--- config.mk ---
export PLATFORM = sky130hd
export DESIGN_NAME = decode_stage
export DESIGN_NICKNAME = d
export VERILOG_FILES = /design/src/cpu_isa_pkg.sv /design/src/pipe_ctrl_pkg.sv /design/src/decode_stage.sv /design/src/forwarding_unit.sv /design/src/hazard_unit.sv /design/src/register_file.sv /design/src/id_controller.sv
export SDC_FILE = /design/constraint.sdc
export NUM_CORES = 1
export LEC_CHECK = 0
export BUFFER_PORTS_ARGS = -buffer_cell sky130_fd_sc_hd__buf_4
export CORE_ASPECT_RATIO = 0.8
export CORE_MARGIN = 2
export CORE_UTILIZATION = 54
export CTS_BUF_LIST = sky130_fd_sc_hd__clkbuf_4 sky130_fd_sc_hd__clkbuf_8
export CTS_CLUSTER_SIZE = 40
export DETAILED_ROUTE_END_ITERATION = 10
export PLACE_DENSITY = 0.78
export SYNTH_ARGS = -nofsm -noshare
export SYNTH_HDL_FRONTEND = slang
export SYNTH_SLANG_ARGS = --single-unit
--- constraint.sdc ---
create_clock -name clk -period 3 [get_ports clk]
set_clock_uncertainty 0.2 [all_clocks]
set_input_delay 0.6 -clock clk [delete_from_list [all_inputs] [get_ports clk]]
set_output_delay 0.6 -clock clk [all_outputs]
set_load 0.05 [all_outputs]
--- src/cpu_isa_pkg.sv ---
`default_nettype none

package cpu_isa_pkg;

   typedef logic [15:0] word_t;
   typedef logic [2:0]  reg_idx_t;

   // Instruction class in bits 15..14
   typedef enum logic [1:0] {
      MAJ_LOAD  = 2'b00,
      MAJ_STORE = 2'b01,
      MAJ_IMM   = 2'b10,
      MAJ_ALU   = 2'b11
   } major_e;

   typedef enum logic [3:0] {
      OP_ADD = 4'h0,
      OP_SUB = 4'h1,
      OP_AND = 4'h2,
      OP_OR  = 4'h3,
      OP_XOR = 4'h4,
      OP_CMP = 4'h5,
      OP_MOV = 4'h6,
      OP_SLL = 4'h8,
      OP_SRL = 4'h9,
      OP_OUT = 4'hd,
      OP_HLT = 4'hf
   } alu_op_e;

   typedef enum logic [2:0] {
      IOP_LI   = 3'd0,
      IOP_ADDI = 3'd1,
      IOP_SUBI = 3'd2,
      IOP_CMPI = 3'd3
   } imm_op_e;

   typedef struct packed {
      major_e     major;
      reg_idx_t   ra;
      reg_idx_t   rb;
      alu_op_e    alu_op;
      logic [3:0] d;       // Shift amount
   } alu_fmt_t;

   // LOAD and STORE layout
   typedef struct packed {
      major_e     major;
      reg_idx_t   ra;
      reg_idx_t   rb;
      logic [7:0] imm;
   } mem_fmt_t;

   typedef struct packed {
      major_e     major;
      imm_op_e    imm_op;
      reg_idx_t   rb;      // Destination
      logic [7:0] imm;
   } imm_fmt_t;

   function automatic logic alu_op_defined(alu_op_e op);
      logic known;
      case (op)
         OP_ADD, OP_SUB, OP_AND, OP_OR, OP_XOR, OP_CMP,
         OP_MOV, OP_SLL, OP_SRL, OP_OUT, OP_HLT: known = 1'b1;
         default: known = 1'b0;
      endcase
      return known;
   endfunction

endpackage

`default_nettype wire
--- src/pipe_ctrl_pkg.sv ---
`default_nettype none

package pipe_ctrl_pkg;

   // ALU operand source
   typedef enum logic [1:0] {
      SRC_REG   = 2'd0,
      SRC_IMM   = 2'd1,
      SRC_SHAMT = 2'd2,
      SRC_ZERO  = 2'd3
   } src_sel_e;

   typedef enum logic [1:0] {
      FWD_NONE = 2'd0,
      FWD_MEM  = 2'd1,     // EX/MEM result
      FWD_WB   = 2'd2      // Write-back data
   } fwd_sel_e;

   typedef enum logic [1:0] {
      WB_ALU  = 2'd0,
      WB_MEM  = 2'd1,
      WB_NONE = 2'd2
   } wb_sel_e;

   // Scoreboard ages
   localparam logic [1:0] AGE_NONE = 2'd0;
   localparam logic [1:0] AGE_EX   = 2'd1;
   localparam logic [1:0] AGE_MEM  = 2'd2;

   typedef struct packed {
      logic                  we;
      cpu_isa_pkg::reg_idx_t addr;
      cpu_isa_pkg::word_t    data;
   } wb_bus_t;

   typedef struct packed {
      logic [1:0] age;
      logic       is_load;
   } sb_entry_t;

   typedef struct packed {
      cpu_isa_pkg::alu_op_e  alu_op;
      src_sel_e              src_a;
      src_sel_e              src_b;
      cpu_isa_pkg::word_t    rd1;
      cpu_isa_pkg::word_t    rd2;
      cpu_isa_pkg::word_t    imm;
      logic [3:0]            shamt;
      cpu_isa_pkg::reg_idx_t dest;
      logic                  reg_write;
      logic                  mem_write;
      logic                  mem_read;
      logic                  out_en;
      logic                  halt;
      wb_sel_e               wb_sel;
      fwd_sel_e              fwd_a;
      fwd_sel_e              fwd_b;
      fwd_sel_e              fwd_st;
   } id_ex_t;

endpackage

`default_nettype wire

--- src/decode_stage.sv ---
`timescale 1ns/10ps
`default_nettype none

module decode_stage (
   input  logic                   clk,
   input  logic                   rst_n,
   input  cpu_isa_pkg::word_t     inst,
   input  pipe_ctrl_pkg::wb_bus_t wb,
   output pipe_ctrl_pkg::id_ex_t  ex,
   output logic                   pc_en,
   output logic                   ifid_en,
   output logic                   idex_flush
);
   import cpu_isa_pkg::*;
   import pipe_ctrl_pkg::*;

   alu_fmt_t        af;
   id_ex_t          ctl;
   logic            use_ra;
   logic            use_rb;
   word_t           rd1;
   word_t           rd2;
   logic            stall;
   sb_entry_t [7:0] sb;
   fwd_sel_e        fwd_a;
   fwd_sel_e        fwd_b;
   fwd_sel_e        fwd_st;

   assign af = alu_fmt_t'(inst);

   id_controller u_ctrl (.inst(inst), .ctl(ctl), .use_ra(use_ra), .use_rb(use_rb));

   register_file u_rf (
      .clk(clk), .rst_n(rst_n), .wb(wb),
      .ra(af.ra), .rb(af.rb), .rd1(rd1), .rd2(rd2)
   );

   hazard_unit u_hazard (
      .clk(clk), .rst_n(rst_n), .ra(af.ra), .rb(af.rb),
      .use_ra(use_ra), .use_rb(use_rb), .dest(ctl.dest),
      .writes(ctl.reg_write), .is_load(ctl.mem_read),
      .stall(stall), .sb(sb)
   );

   forwarding_unit u_fwd (
      .sb(sb), .ra(af.ra), .rb(af.rb), .use_ra(use_ra), .use_rb(use_rb),
      .fwd_a(fwd_a), .fwd_b(fwd_b), .fwd_st(fwd_st)
   );

   always_comb begin
      ex        = ctl;
      ex.rd1    = rd1;
      ex.rd2    = rd2;
      ex.fwd_a  = fwd_a;
      ex.fwd_b  = fwd_b;
      ex.fwd_st = fwd_st;
   end

   // Hold fetch, send a bubble to EX
   assign pc_en      = !stall;
   assign ifid_en    = !stall;
   assign idex_flush = stall;

   a_alu_op_known: assert property (@(posedge clk) disable iff (!rst_n)
      af.major == MAJ_ALU |-> alu_op_defined(af.alu_op))
      else $error("undefined alu_op %h", af.alu_op);

   // Source with a writer in flight is forwarded or stalled
   a_src_covered: assert property (@(posedge clk) disable iff (!rst_n)
      ((use_rb && sb[af.rb].age != AGE_NONE && fwd_a == FWD_NONE) ||
       (use_ra && sb[af.ra].age != AGE_NONE && fwd_b == FWD_NONE)) |-> stall)
      else $error("in-flight source neither forwarded nor stalled");

endmodule

`default_nettype wire

--- src/forwarding_unit.sv ---
`timescale 1ns/10ps
`default_nettype none

module forwarding_unit (
   input  pipe_ctrl_pkg::sb_entry_t [7:0] sb,
   input  cpu_isa_pkg::reg_idx_t          ra,
   input  cpu_isa_pkg::reg_idx_t          rb,
   input  logic                           use_ra,
   input  logic                           use_rb,
   output pipe_ctrl_pkg::fwd_sel_e        fwd_a,
   output pipe_ctrl_pkg::fwd_sel_e        fwd_b,
   output pipe_ctrl_pkg::fwd_sel_e        fwd_st
);
   import pipe_ctrl_pkg::*;

   function automatic fwd_sel_e pick(sb_entry_t e, logic used);
      fwd_sel_e sel;
      sel = FWD_NONE;
      if (used) begin
         if (e.age == AGE_EX && !e.is_load) begin
            sel = FWD_MEM;
         end else if (e.age == AGE_MEM) begin
            sel = FWD_WB;
         end
      end
      return sel;
   endfunction

   assign fwd_a  = pick(sb[rb], use_rb);  // Operand a is rb
   assign fwd_b  = pick(sb[ra], use_ra);
   assign fwd_st = pick(sb[ra], use_ra);  // Store data from ra

endmodule

`default_nettype wire

--- src/hazard_unit.sv ---
`timescale 1ns/10ps
`default_nettype none

module hazard_unit (
   input  logic                                clk,
   input  logic                                rst_n,
   input  cpu_isa_pkg::reg_idx_t               ra,
   input  cpu_isa_pkg::reg_idx_t               rb,
   input  logic                                use_ra,
   input  logic                                use_rb,
   input  cpu_isa_pkg::reg_idx_t               dest,
   input  logic                                writes,
   input  logic                                is_load,
   output logic                                stall,
   output pipe_ctrl_pkg::sb_entry_t [7:0]      sb
);
   import pipe_ctrl_pkg::*;

   logic load_use_a;
   logic load_use_b;

   // Load still in EX, its data is not there yet
   assign load_use_a = use_ra && sb[ra].age == AGE_EX && sb[ra].is_load;
   assign load_use_b = use_rb && sb[rb].age == AGE_EX && sb[rb].is_load;
   assign stall      = load_use_a | load_use_b;

   always_ff @(posedge clk) begin
      if (!rst_n) begin
         sb <= '0;
      end else begin
         for (int i = 0; i < 8; i++) begin
            if (sb[i].age == AGE_EX) begin
               sb[i].age <= AGE_MEM;
            end else begin
               sb[i] <= '0;
            end
         end
         if (writes && !stall) begin
            sb[dest].age     <= AGE_EX;  // Youngest writer wins
            sb[dest].is_load <= is_load;
         end
      end
   end

   // A held instruction must issue on its second try
   property p_single_stall;
      @(posedge clk) disable iff (!rst_n)
         stall |=> !(stall && $stable({ra, rb, use_ra, use_rb, dest, writes, is_load}));
   endproperty

   a_single_stall: assert property (p_single_stall)
      else $error("load-use stall held longer than one cycle");

endmodule

`default_nettype wire

--- src/register_file.sv ---
`timescale 1ns/10ps
`default_nettype none

module register_file (
   input  logic                   clk,
   input  logic                   rst_n,
   input  pipe_ctrl_pkg::wb_bus_t wb,
   input  cpu_isa_pkg::reg_idx_t  ra,
   input  cpu_isa_pkg::reg_idx_t  rb,
   output cpu_isa_pkg::word_t     rd1,
   output cpu_isa_pkg::word_t     rd2
);
   import cpu_isa_pkg::*;

   word_t regs [8];

   always_ff @(posedge clk) begin
      if (!rst_n) begin
         for (int i = 0; i < 8; i++) begin
            regs[i] <= '0;
         end
      end else if (wb.we) begin
         regs[wb.addr] <= wb.data;
      end
   end

   // Write-through bypass
   assign rd1 = (wb.we && wb.addr == ra) ? wb.data : regs[ra];
   assign rd2 = (wb.we && wb.addr == rb) ? wb.data : regs[rb];

endmodule

`default_nettype wire

--- src/id_controller.sv ---
`timescale 1ns/10ps
`default_nettype none

module id_controller (
   input  cpu_isa_pkg::word_t    inst,
   output pipe_ctrl_pkg::id_ex_t ctl,
   output logic                  use_ra,
   output logic                  use_rb
);
   import cpu_isa_pkg::*;
   import pipe_ctrl_pkg::*;

   alu_fmt_t af;
   mem_fmt_t mf;
   imm_fmt_t imf;

   assign af  = alu_fmt_t'(inst);
   assign mf  = mem_fmt_t'(inst);
   assign imf = imm_fmt_t'(inst);

   always_comb begin
      ctl        = '0;
      ctl.src_a  = SRC_REG;
      ctl.src_b  = SRC_REG;
      ctl.imm    = {{8{mf.imm[7]}}, mf.imm};
      ctl.shamt  = af.d;
      ctl.dest   = mf.rb;
      ctl.wb_sel = WB_NONE;
      use_ra     = 1'b0;
      use_rb     = 1'b0;

      case (mf.major)
         MAJ_LOAD: begin
            ctl.src_b     = SRC_IMM;     // rb + imm
            ctl.dest      = mf.ra;
            ctl.reg_write = 1'b1;
            ctl.mem_read  = 1'b1;
            use_rb        = 1'b1;
         end
         MAJ_STORE: begin
            ctl.src_b     = SRC_IMM;
            ctl.mem_write = 1'b1;
            use_ra        = 1'b1;        // Store data
            use_rb        = 1'b1;        // Base address
         end
         MAJ_IMM: begin
            ctl.src_b = SRC_IMM;
            case (imf.imm_op)
               IOP_LI: begin
                  ctl.src_a     = SRC_ZERO;
                  ctl.reg_write = 1'b1;
               end
               IOP_ADDI: begin
                  ctl.reg_write = 1'b1;
                  use_rb        = 1'b1;
               end
               IOP_SUBI: begin
                  ctl.alu_op    = OP_SUB;
                  ctl.reg_write = 1'b1;
                  use_rb        = 1'b1;
               end
               IOP_CMPI: begin
                  ctl.alu_op = OP_CMP;
                  use_rb     = 1'b1;
               end
               default: ctl.src_a = SRC_ZERO;
            endcase
         end
         MAJ_ALU: begin
            ctl.alu_op = af.alu_op;
            case (af.alu_op)
               OP_ADD, OP_SUB, OP_AND, OP_OR, OP_XOR: begin
                  ctl.reg_write = 1'b1;
                  use_ra        = 1'b1;
                  use_rb        = 1'b1;
               end
               OP_CMP: begin
                  use_ra = 1'b1;
                  use_rb = 1'b1;
               end
               OP_MOV: begin
                  ctl.src_a     = SRC_ZERO;  // rb = ra
                  ctl.reg_write = 1'b1;
                  use_ra        = 1'b1;
               end
               OP_SLL, OP_SRL: begin
                  ctl.src_b     = SRC_SHAMT;
                  ctl.reg_write = 1'b1;
                  use_rb        = 1'b1;
               end
               OP_OUT: begin
                  ctl.src_a  = SRC_ZERO;
                  ctl.out_en = 1'b1;
                  use_ra     = 1'b1;
               end
               OP_HLT: begin
                  ctl.src_a = SRC_ZERO;
                  ctl.src_b = SRC_ZERO;
                  ctl.halt  = 1'b1;
               end
               default: begin
                  ctl.src_a = SRC_ZERO;
                  ctl.src_b = SRC_ZERO;
               end
            endcase
         end
      endcase

      if (ctl.reg_write) begin
         ctl.wb_sel = ctl.mem_read ? WB_MEM : WB_ALU;
      end
   end

endmodule

`default_nettype wire

==> run metrics, run 1 <==
outcome=complete, but fails checks; failing checks=negative setup slack; Crit-path slowest cell=mux4_2; Final Core Density=0.703; NetSw=between 0.0015 and 0.002 W; xor/xnor share of the synthesized area=0.00602; flops & latches, synth=between 150 and 200; largest family of logic cells by synthesized area=multiplexers; Adder-Cell Fraction of Synth Area=0; post-synth cell types=34; HPWL Detailed=around 16,000 um; unrepaired setup endpoints after global routing=yes; crit-path leading delay family=multiplexers; final worst slack=-0.0896 ns; # fillers=1,058; Post-synth ARST share=0; Worst Tran Pin Value=0.583 ns; H-tree levels=4; Mapped Avg Cell Area=between 10 and 15 sq um; drc violations=0; synthesized instance count=659; final setup violating endpoints=5; core area=about 16,000 sq um; Leak=approximately 4.2 nW; Sequential Power Share=0.454; number of synthesized flops with an enable pin=~130; PwrDens=around 500 nW/um^2; f_max=around 320 MHz; Critical Path AT=2.29 ns; required time of the critical path=~2.2 ns; sequential area share after synthesis=0.495; Synth Warn #=0; Detailed Routing Iterations Pass 1=5; Global Route Usage Sum=0.280; largest net degree at the start of global routing=36; ys flop type=edfxtp_1; clock slew at reported path FFs=0.08 ns; crit-path max FO=3; Max Buffers Root-to-Sink=2; cell area after synthesis=slightly below 9000 sq um; Starting Density=0.553; total gr overflow=0; Rows=41; detailed-route via count=~6.3k; CP endpoint kind=primary output; post-synthesis mux area share=0.254; number of global-route vias before repair=around 6.4k; Simple-Gate Fraction of Synth Area=0.163; root buffer cell=clkbuf_8; critical path class=register to primary output; die area=around 17,000 sq um; Tot Pwr=around 0.0054 W; min cycle time layout=~3.1 ns; NumNets Final=839; Final Hold Viols=0; IO Port Bufs=~100; Slew Limit Headroom=0.610; fin. max-slew vios=0; Vias/cell=approximately 6.1; max cap viols=0; Sw Share=0.306; initial DRC count=around 700; critical path, cell by cell=buf_6, mux4_2, mux2i_4, o2111ai_4, o32ai_4, clkinvlp_4, buf_8; sequential cell area=about 4300 sq um; antenna fix cells=0; clock group share of total power=0.302; DIE WIDTH=146 um; wire length per cell=about 24 um; final wirelength=about 24,000 um; initial antenna violation count=0; DRT antenna net count=0; final worst path period share=1.03; maximum vdd drop=between 0.3 and 0.4 mV; CTS tree=yes; CP peak stage delay=about 0.48 ns; share of cells above drive strength 1=0.458; post-synthesis compound-gate area fraction=0.0331; net count after synthesis=around 700; area of the multi-input gates=about 4400 sq um; first-pass GRT wire length=36,200 um; R2R Setup Slk=between 0.2 and 0.25 ns; routability cong.=0.872; Skew-Pair Late Insertion Delay=around 0.46 ns; Hold Buf Count CTS=0; Worst Hold Class=primary input to register; Worst Path Buf+Inv=3; startpoint types=register; I/O Pins=between 100 and 150; Die Ht=between 100 and 150 um; cts bufs inserted=17; logic gate share of total power=0.244; clock sink count=152; synth-to-layout area growth=27.1%; Cell Int Power=between 0.003 and 0.004 W
-- stage by stage --
| stage | instances | setup WS [ns] | instance area [sq um] | setup TNS [ns] | hold slack, ns |
|---|---|---|---|---|---|
| 3_3_place_gp | 986 | -0.470 | 10300 | -4.84 | 0.286 |
| 4_1_cts | 1024 | -0.169 | 10900 | -0.685 | 0.252 |
| 3_5_place_dp | 986 | -0.525 | 10300 | -7.36 | 0.289 |
| 6_report | 1029 | -0.0896 | 11100 | -0.347 | 0.284 |
| 5_1_grt | 1029 | -0.195 | 11100 | -0.861 | 0.276 |
| 2_1_floorplan | 659 | -0.406 | 9010 | -0.994 | 0.223 |
-- cell usage in the layout (no fill, tap or decap), types with 3 or more instances in the layout --
master and n:
buf_16 3, inv_1 7, mux2i_4 4, dfxtp_1 18
and3_1 11, nor2_2 4, and2_1 128, a21oi_1 5
buf_4 164, inv_6 3, mux2i_2 8, xnor2_1 6
clkinvlp_4 6, nand2_1 9, edfxtp_1 128, nor3_4 3
clkbuf_8 17, nand2b_1 4, a21oi_2 22, mux2i_1 35
nor3_1 4, a21oi_4 10, nand4b_1 8, mux4_2 76
o21ai_0 3, bufinv_16 3, nor4bb_1 7, buf_8 6
dfxtp_2 6, o21ai_1 6, buf_12 4, nor4_1 7
nor2_1 47, buf_6 16
-- per-layer routing --
metal	vias up	track usage	part of all wire
met5	-	0	0
met3	54	0.0643	0.091
met4	0	0.0983	0.024
met1	3162	0.373	0.39
li1	2755	-	-
met2	350	0.456	0.49
-- Yosys cell counts, types with 2 or more instances --
master	count	area, sq um
nor3_1	7	35.0
and4bb_2	2	25.0
a21oi_1	37	185
nor2_1	51	191
buf_1	4	15.0
nand4_1	2	12.5
and2_1	128	801
inv_1	8	30.0
nor3b_1	2	15.0
mux2_2	3	33.8
mux4_2	76	1710
mux2i_1	47	470
edfxtp_1	128	3840
o21ai_0	9	45.0
nand4b_1	8	70.1
nor4bb_1	7	70.1
nand2_1	10	37.5
xnor2_1	6	52.6
buf_2	8	40.0
buf_6	2	22.5
nor2b_1	2	12.5
and3_1	11	68.8
dfxtp_1	24	480
buf_4	27	203
nand2b_1	4	25.0
clkbuf_1	31	116
nor4_1	8	50.1
-- state kept, by name (all words and copies together) (netlist names) --
register     count
u_hazard.sb     24
u_rf.regs      128
-- kinds of logic (layout without fill, tap and decap cells) --
logic type                count (synthesis)  count (layout)
and+or+nand+nor                         244             244
DFF                                     152             152
muxes                                   126             126
buffers and inverters                    80             235
AOI/OAI and AO/OA                        51              51
xor gates and xnor gates                  6               6
-- cell type report --
class                      count  share of cell area
clock buffer                  18              0.0217
tap                          215              0.0242
sequential                   152               0.390
timing repair buffer         195               0.153
multi-input combinational    427               0.393
clock inverter                14              0.0155
inverter                       8             0.00304
-- power by group through the flow --
stage,sequential [W],combinational [W],clock [W]
after detailed placement,0.00251,0.00125,0
after CTS,0.00246,0.00128,0.00166
final,0.00246,0.00132,0.00164
after floorplan,0.00248,0.000901,0
after global placement,0.00249,0.00124,0
after global routing,0.00248,0.00138,0.00173
-- worst register-to-register path, stage by stage, from the launching register on --
cell	delay, ns
dfxtp_1	0.36
mux4_2	0.49
mux2_2	0.33
o2111ai_4	0.10
o32ai_4	0.13
buf_4	0.17
buf_4	0.17
nor4_2	0.33
buf_4	0.18
and4bb_2	0.23
-- final timing paths --
kind,endpoint,from,cells past startpoint
setup / recovery,ifid_en,u_hazard.sb[14],7
hold reg to reg,u_hazard.sb[2],u_hazard.sb[2],1
setup reg to reg,u_hazard.sb[14],u_hazard.sb[22],9
hold / removal,u_rf.regs[5][15],wb[15],2
-- what timing repair did --
| action | 4_1_cts | 5_1_grt |
|---|---|---|
| buffers inserted | 5 | 2 |
| endpoints found under the setup margin | 27 | 44 |
| cloned | 1 | 3 |
| pin swaps | 3 | 5 |
| resized for setup | 35 | 33 |
No activity file was read; power rests on OpenSTA's default activity.
==> run 2, diff against run 1 <==
Settings changed: BUFFER_PORTS_ARGS -buffer_cell sky130_fd_sc_hd__buf_4 to -buffer_cell sky130_fd_sc_hd__clkbuf_2.
==> run metrics, run 2 (same netlist as run 1, synthesis figures left out) <==
routability cong.=slightly above 0.9; first-pass GRT wire length=36,400 um; # fillers=1,040; CP endpoint kind=primary output; clock sink count=around 150; Skew-Pair Late Insertion Delay=0.46 ns; R2R Setup Slk=approximately 0.25 ns; final setup violating endpoints=5; largest net degree at the start of global routing=27; Worst Tran Pin Value=about 0.67 ns; max cap viols=0; sequential cell area=4330 sq um; NumNets Final=840; failing checks=negative setup slack; Reg with most FFs=u_rf.regs; Leak=4.25 nW; Die Ht=about 120 um; final wirelength=between 20,000 and 25,000 um; Tot Pwr=around 0.0054 W; drc violations=0; commonest non-fill, non-tap cells in the layout=and2_1, edfxtp_1, buf_4; Crit-path slowest cell=mux4_2; Vias/cell=~6; initial DRC count=around 640; core area=roughly 16,000 sq um; unrepaired setup endpoints after global routing=yes; RR Startpoint=u_hazard.sb[13]; DR top layer=met4; Hold Buf Count CTS=0; Slew Limit Headroom=0.553; required time of the critical path=around 2.2 ns; Max Buffers Root-to-Sink=2; startpoint types=register; critical path class=register to primary output; H-tree levels=4; min cycle time layout=around 3 ns; detailed-route via count=around 6.4k; worst-case reg-to-reg path depth=8; CP Capture Point=pc_en; met3 WL=2580 um; fin. max-slew vios=0; outcome=complete, but fails checks; DIE WIDTH=between 100 and 150 um; R2R Path End=u_hazard.sb[9]; crit-path max FO=4; CP peak stage delay=0.47 ns; final worst slack=-0.0535 ns; die area=17,200 sq um; final worst path period share=1.02; area of the multi-input gates=between 4000 and 5000 sq um; Global Route Usage Sum=0.281; root buffer cell=clkbuf_8; setup TNS=-0.143 ns; met1 WL=approximately 9100 um; Starting Density=0.553; f_max=roughly 330 MHz; clock slew at reported path FFs=approximately 0.08 ns; number of global-route vias before repair=about 6.3k; Rows=41; Critical Path AT=2.25 ns; cts bufs inserted=17; share of cells above drive strength 1=0.453; Worst Hold Class=register to register; Final Core Density=0.707; PwrDens=slightly below 500 nW/um^2; wire length per cell=roughly 23 um; largest registers=u_rf.regs: 128 flops, u_hazard.sb: 24 flops; IO Port Bufs=~100; CTS tree=yes; Final Hold Viols=0; initial antenna violation count=0; maximum vdd drop=roughly 0.35 mV; HPWL Detailed=roughly 16,000 um; I/O Pins=around 120; DRT antenna net count=0; total gr overflow=0; antenna fix cells=0; Detailed Routing Iterations Pass 1=7; number of flip-flops in the largest register=~130; synth-to-layout area growth=27.8%; critical path, cell by cell=mux4_2, mux2i_2, nand2_2, o32ai_4, clkinvlp_4, clkbuf_8; crit path launch=u_hazard.sb[17]; met2 wire length=roughly 11,000 um
==> run 2: cell type report <==
type	count	share of cell area
Sequential cell	152	0.388
Multi-Input combinational cell	427	0.388
Timing Repair Buffer	196	0.163
Tap cell	215	0.0241
Clock buffer	19	0.0223
Clock inverter	12	0.0117
Inverter	8	0.00303
==> run 2: report_power, final <==
part | leakage, nW | switching [W] | internal, W
Clock | 0.192 | 0.000776 | 0.000749
Sequential | 1.42 | 0.0000645 | 0.00240
Combinational | 2.64 | 0.000807 | 0.000607
Total | 4.25 | 0.00165 | 0.00376
==> run 2: how the worst min path moves through the flow <==
stage / from / endpoint / depth (start not counted)
finish: u_hazard.sb[23] / u_hazard.sb[23] / 1
CTS: u_hazard.sb[23] / u_hazard.sb[23] / 1
floorplan: u_hazard.sb[23] / u_hazard.sb[23] / 1
global placement: u_hazard.sb[23] / u_hazard.sb[23] / 1
detailed placement: u_hazard.sb[2] / u_hazard.sb[2] / 1
global route: u_hazard.sb[23] / u_hazard.sb[23] / 1
==> run 2: through the flow <==
| stage | std cells | worst slack [ns] | hold WS, ns | instance area [sq um] |
|---|---|---|---|---|
| after floorplan | 659 | -0.406 | 0.223 | 9010 |
| after global placement | 991 | -0.182 | 0.261 | 10500 |
| after detailed placement | 991 | -0.257 | 0.268 | 10500 |
| after CTS | 1027 | -0.0574 | 0.245 | 11100 |
| after global routing | 1029 | -0.153 | 0.259 | 11200 |
| final | 1029 | -0.0535 | 0.254 | 11200 |
==> run 2: worst max-delay path: cells and delay by family (launching register included) <==
family,cells,cell delay (ns)
mux,2,0.67
flops,1,0.36
buf+inv,2,0.35
compound gates,1,0.30
simple gates,1,0.10
==> run 2: repair_timing <==
action,in CTS,in global routing
cloned,1,1
hold endpoints to repair,0,0
endpoints found under the setup margin,33,27
pin swaps,3,1
buffers inserted,4,1
gates resized for setup,45,20
==> run 2: layer usage <==
metal,global-route usage,up-vias
met5,0,-
met4,0.0777,0
met3,0.0771,53
met2,0.448,395
met1,0.385,3146
li1,-,2759
==> run 3, diff against run 2 <==
==> constraint.sdc (replaced) <==
create_clock -name clk -period 3 [get_ports clk]
set_clock_uncertainty 0.2 [all_clocks]
set_input_delay 0.15 -clock clk [delete_from_list [all_inputs] [get_ports clk]]
set_output_delay 0.15 -clock clk [all_outputs]
set_load 0.05 [all_outputs]
==> run metrics, run 3 (same netlist as run 1, synthesis figures left out) <==
outcome=finished, final reports clean; maximum vdd drop=0.353 mV; HPWL Detailed=around 15,000 um; Worst Path Buf+Inv=1; wire length per cell=between 20 and 25 um; Skew-Pair Late Insertion Delay=0.45 ns; startpoint types=register; cts bufs inserted=17; number of flip-flops in the largest register=~130; CTS tree=yes; final setup violating endpoints=0; Die Ht=118 um; initial antenna violation count=0; pre-CTS setup slack=approximately 0.13 ns; Global Route Usage Sum=0.261; R2R Path End=u_hazard.sb[14]; final worst slack=around 0.27 ns; root buffer cell=clkbuf_8; fin. max-slew vios=0; CP peak stage delay=between 0.4 and 0.5 ns; worst-case reg-to-reg path depth=7; routability cong.=0.849; Tot Pwr=0.00530 W; setup TNS=0 ns; Worst Hold End=u_hazard.sb[1]; Critical Path AT=~2.4 ns; I/O Pins=approximately 120; Detailed Routing Iterations Pass 1=8; Max Buffers Root-to-Sink=2; drc violations=0; crit-path max FO=4; final worst path period share=0.909; crit-path leading delay family=multiplexers; critical path class=register to primary output; first-pass GRT wire length=approximately 34,000 um; antenna fix cells=0; Rows=41; Cell Area, Placed=slightly below 10,000 sq um; Final Hold Viols=0; number of global-route vias before repair=~6.3k; R2R Setup Slk=around 0.34 ns; CP endpoint kind=primary output; critical path, cell by cell=mux4_2, mux2i_1, o2111ai_2, nor2b_1, clkbuf_2; core area=between 15,000 and 20,000 sq um; Worst Tran Pin Value=~0.69 ns; DIE WIDTH=between 100 and 150 um; DRT antenna net count=0; Reg with most FFs=u_rf.regs; hold depth=3; die area=around 17,000 sq um; final instance area=10,500 sq um; Crit-path slowest cell=mux4_2; Starting Density=0.553; Vias/cell=around 6.1; RR Startpoint=u_hazard.sb[16]; f_max=approximately 370 MHz; initial DRC count=between 500 and 600; hold path start=rst_n; unrepaired setup endpoints after global routing=no; Final Core Density=0.663; largest registers=u_rf.regs: 128 flops, u_hazard.sb: 24 flops; commonest non-fill, non-tap cells in the layout=and2_1, edfxtp_1, mux4_2; final wirelength=21,800 um; # fillers=1,169; max cap viols=0; detailed-route via count=a little over 6k; largest net degree at the start of global routing=35; share of cells above drive strength 1=0.331; Leak=3.99 nW; min cycle time layout=roughly 2.7 ns; Worst Hold Class=primary input to register; synth-to-layout area growth=20.0%; sequential cell area=4320 sq um; H-tree levels=4; area of the multi-input gates=4000 sq um; NumNets Final=between 800 and 900; total gr overflow=0; PwrDens=between 500 and 600 nW/um^2; Slew Limit Headroom=0.540; required time of the critical path=approximately 2.7 ns; clock slew at reported path FFs=0.09 ns; clock sink count=between 150 and 200; IO Port Bufs=between 100 and 150
run 3: cell count changes in the layout (fill, tap and decap cells not counted), moves of 10 or more:
cell | previous run | this run
a21oi_2 | 22 | 0
dlygate4sd3_1 | 0 | 16
mux2i_1 | 36 | 47
a21oi_1 | 5 | 37
clkbuf_4 | 10 | 0
buf_4 | 77 | 36
a21oi_4 | 10 | 0
run 3: how the worst max path moves through the flow:
stage / from / end / slack (ns) / cells after the start
3_5_place_dp: inst[11] / u_hazard.sb[17] / 0.13 / 7
2_1_floorplan: inst[11] / ex[2] / 0.29 / 6
5_1_grt: u_hazard.sb[23] / ex[2] / 0.10 / 5
4_1_cts: u_hazard.sb[17] / idex_flush / 0.09 / 5
3_3_place_gp: inst[11] / idex_flush / 0.21 / 6
6_report: u_hazard.sb[23] / ex[2] / 0.27 / 5
run 3: report_power, final:
group	switching, W	internal (W)	leakage, nW	total, W
clock network	0.000823	0.000673	0.187	0.00150
logic	0.000760	0.000585	2.38	0.00134
registers	0.0000589	0.00240	1.42	0.00246
run 3: layout make-up:
type,count,share of cell area
clock buffer,17,0.0223
clock inverter,15,0.0136
inverter,8,0.00286
multi-input combinational,427,0.382
sequential,152,0.413
tap,215,0.0257
timing repair buffer,157,0.141
run 3: per-layer routing:
metal  GRT usage  wire length (um)
met4      0.0922               411
met5           0                 0
met3      0.0473              1760
met1       0.335              8420
met2       0.448             11200
run 3: tightest hold or removal path, stage by stage:
cell and delay (ns):
clkbuf_2 0.11, buf_4 0.23, and3_1 0.17
run 3: what timing repair did:
action	4_1_cts	5_1_grt
endpoints found under the setup margin	3	3
pin swaps	0	1
hold buffers	16	0
resized for setup	1	0
setup buffers	0	2
hold endpoints to repair	128	0
run 3: per-stage QoR:
step                      hold slack, ns  instances
after floorplan                    0.148        659
after global placement             0.101        941
after detailed placement           0.101        941
after CTS                         0.0216        989
after global routing              0.0439        991
final                             0.0482        991
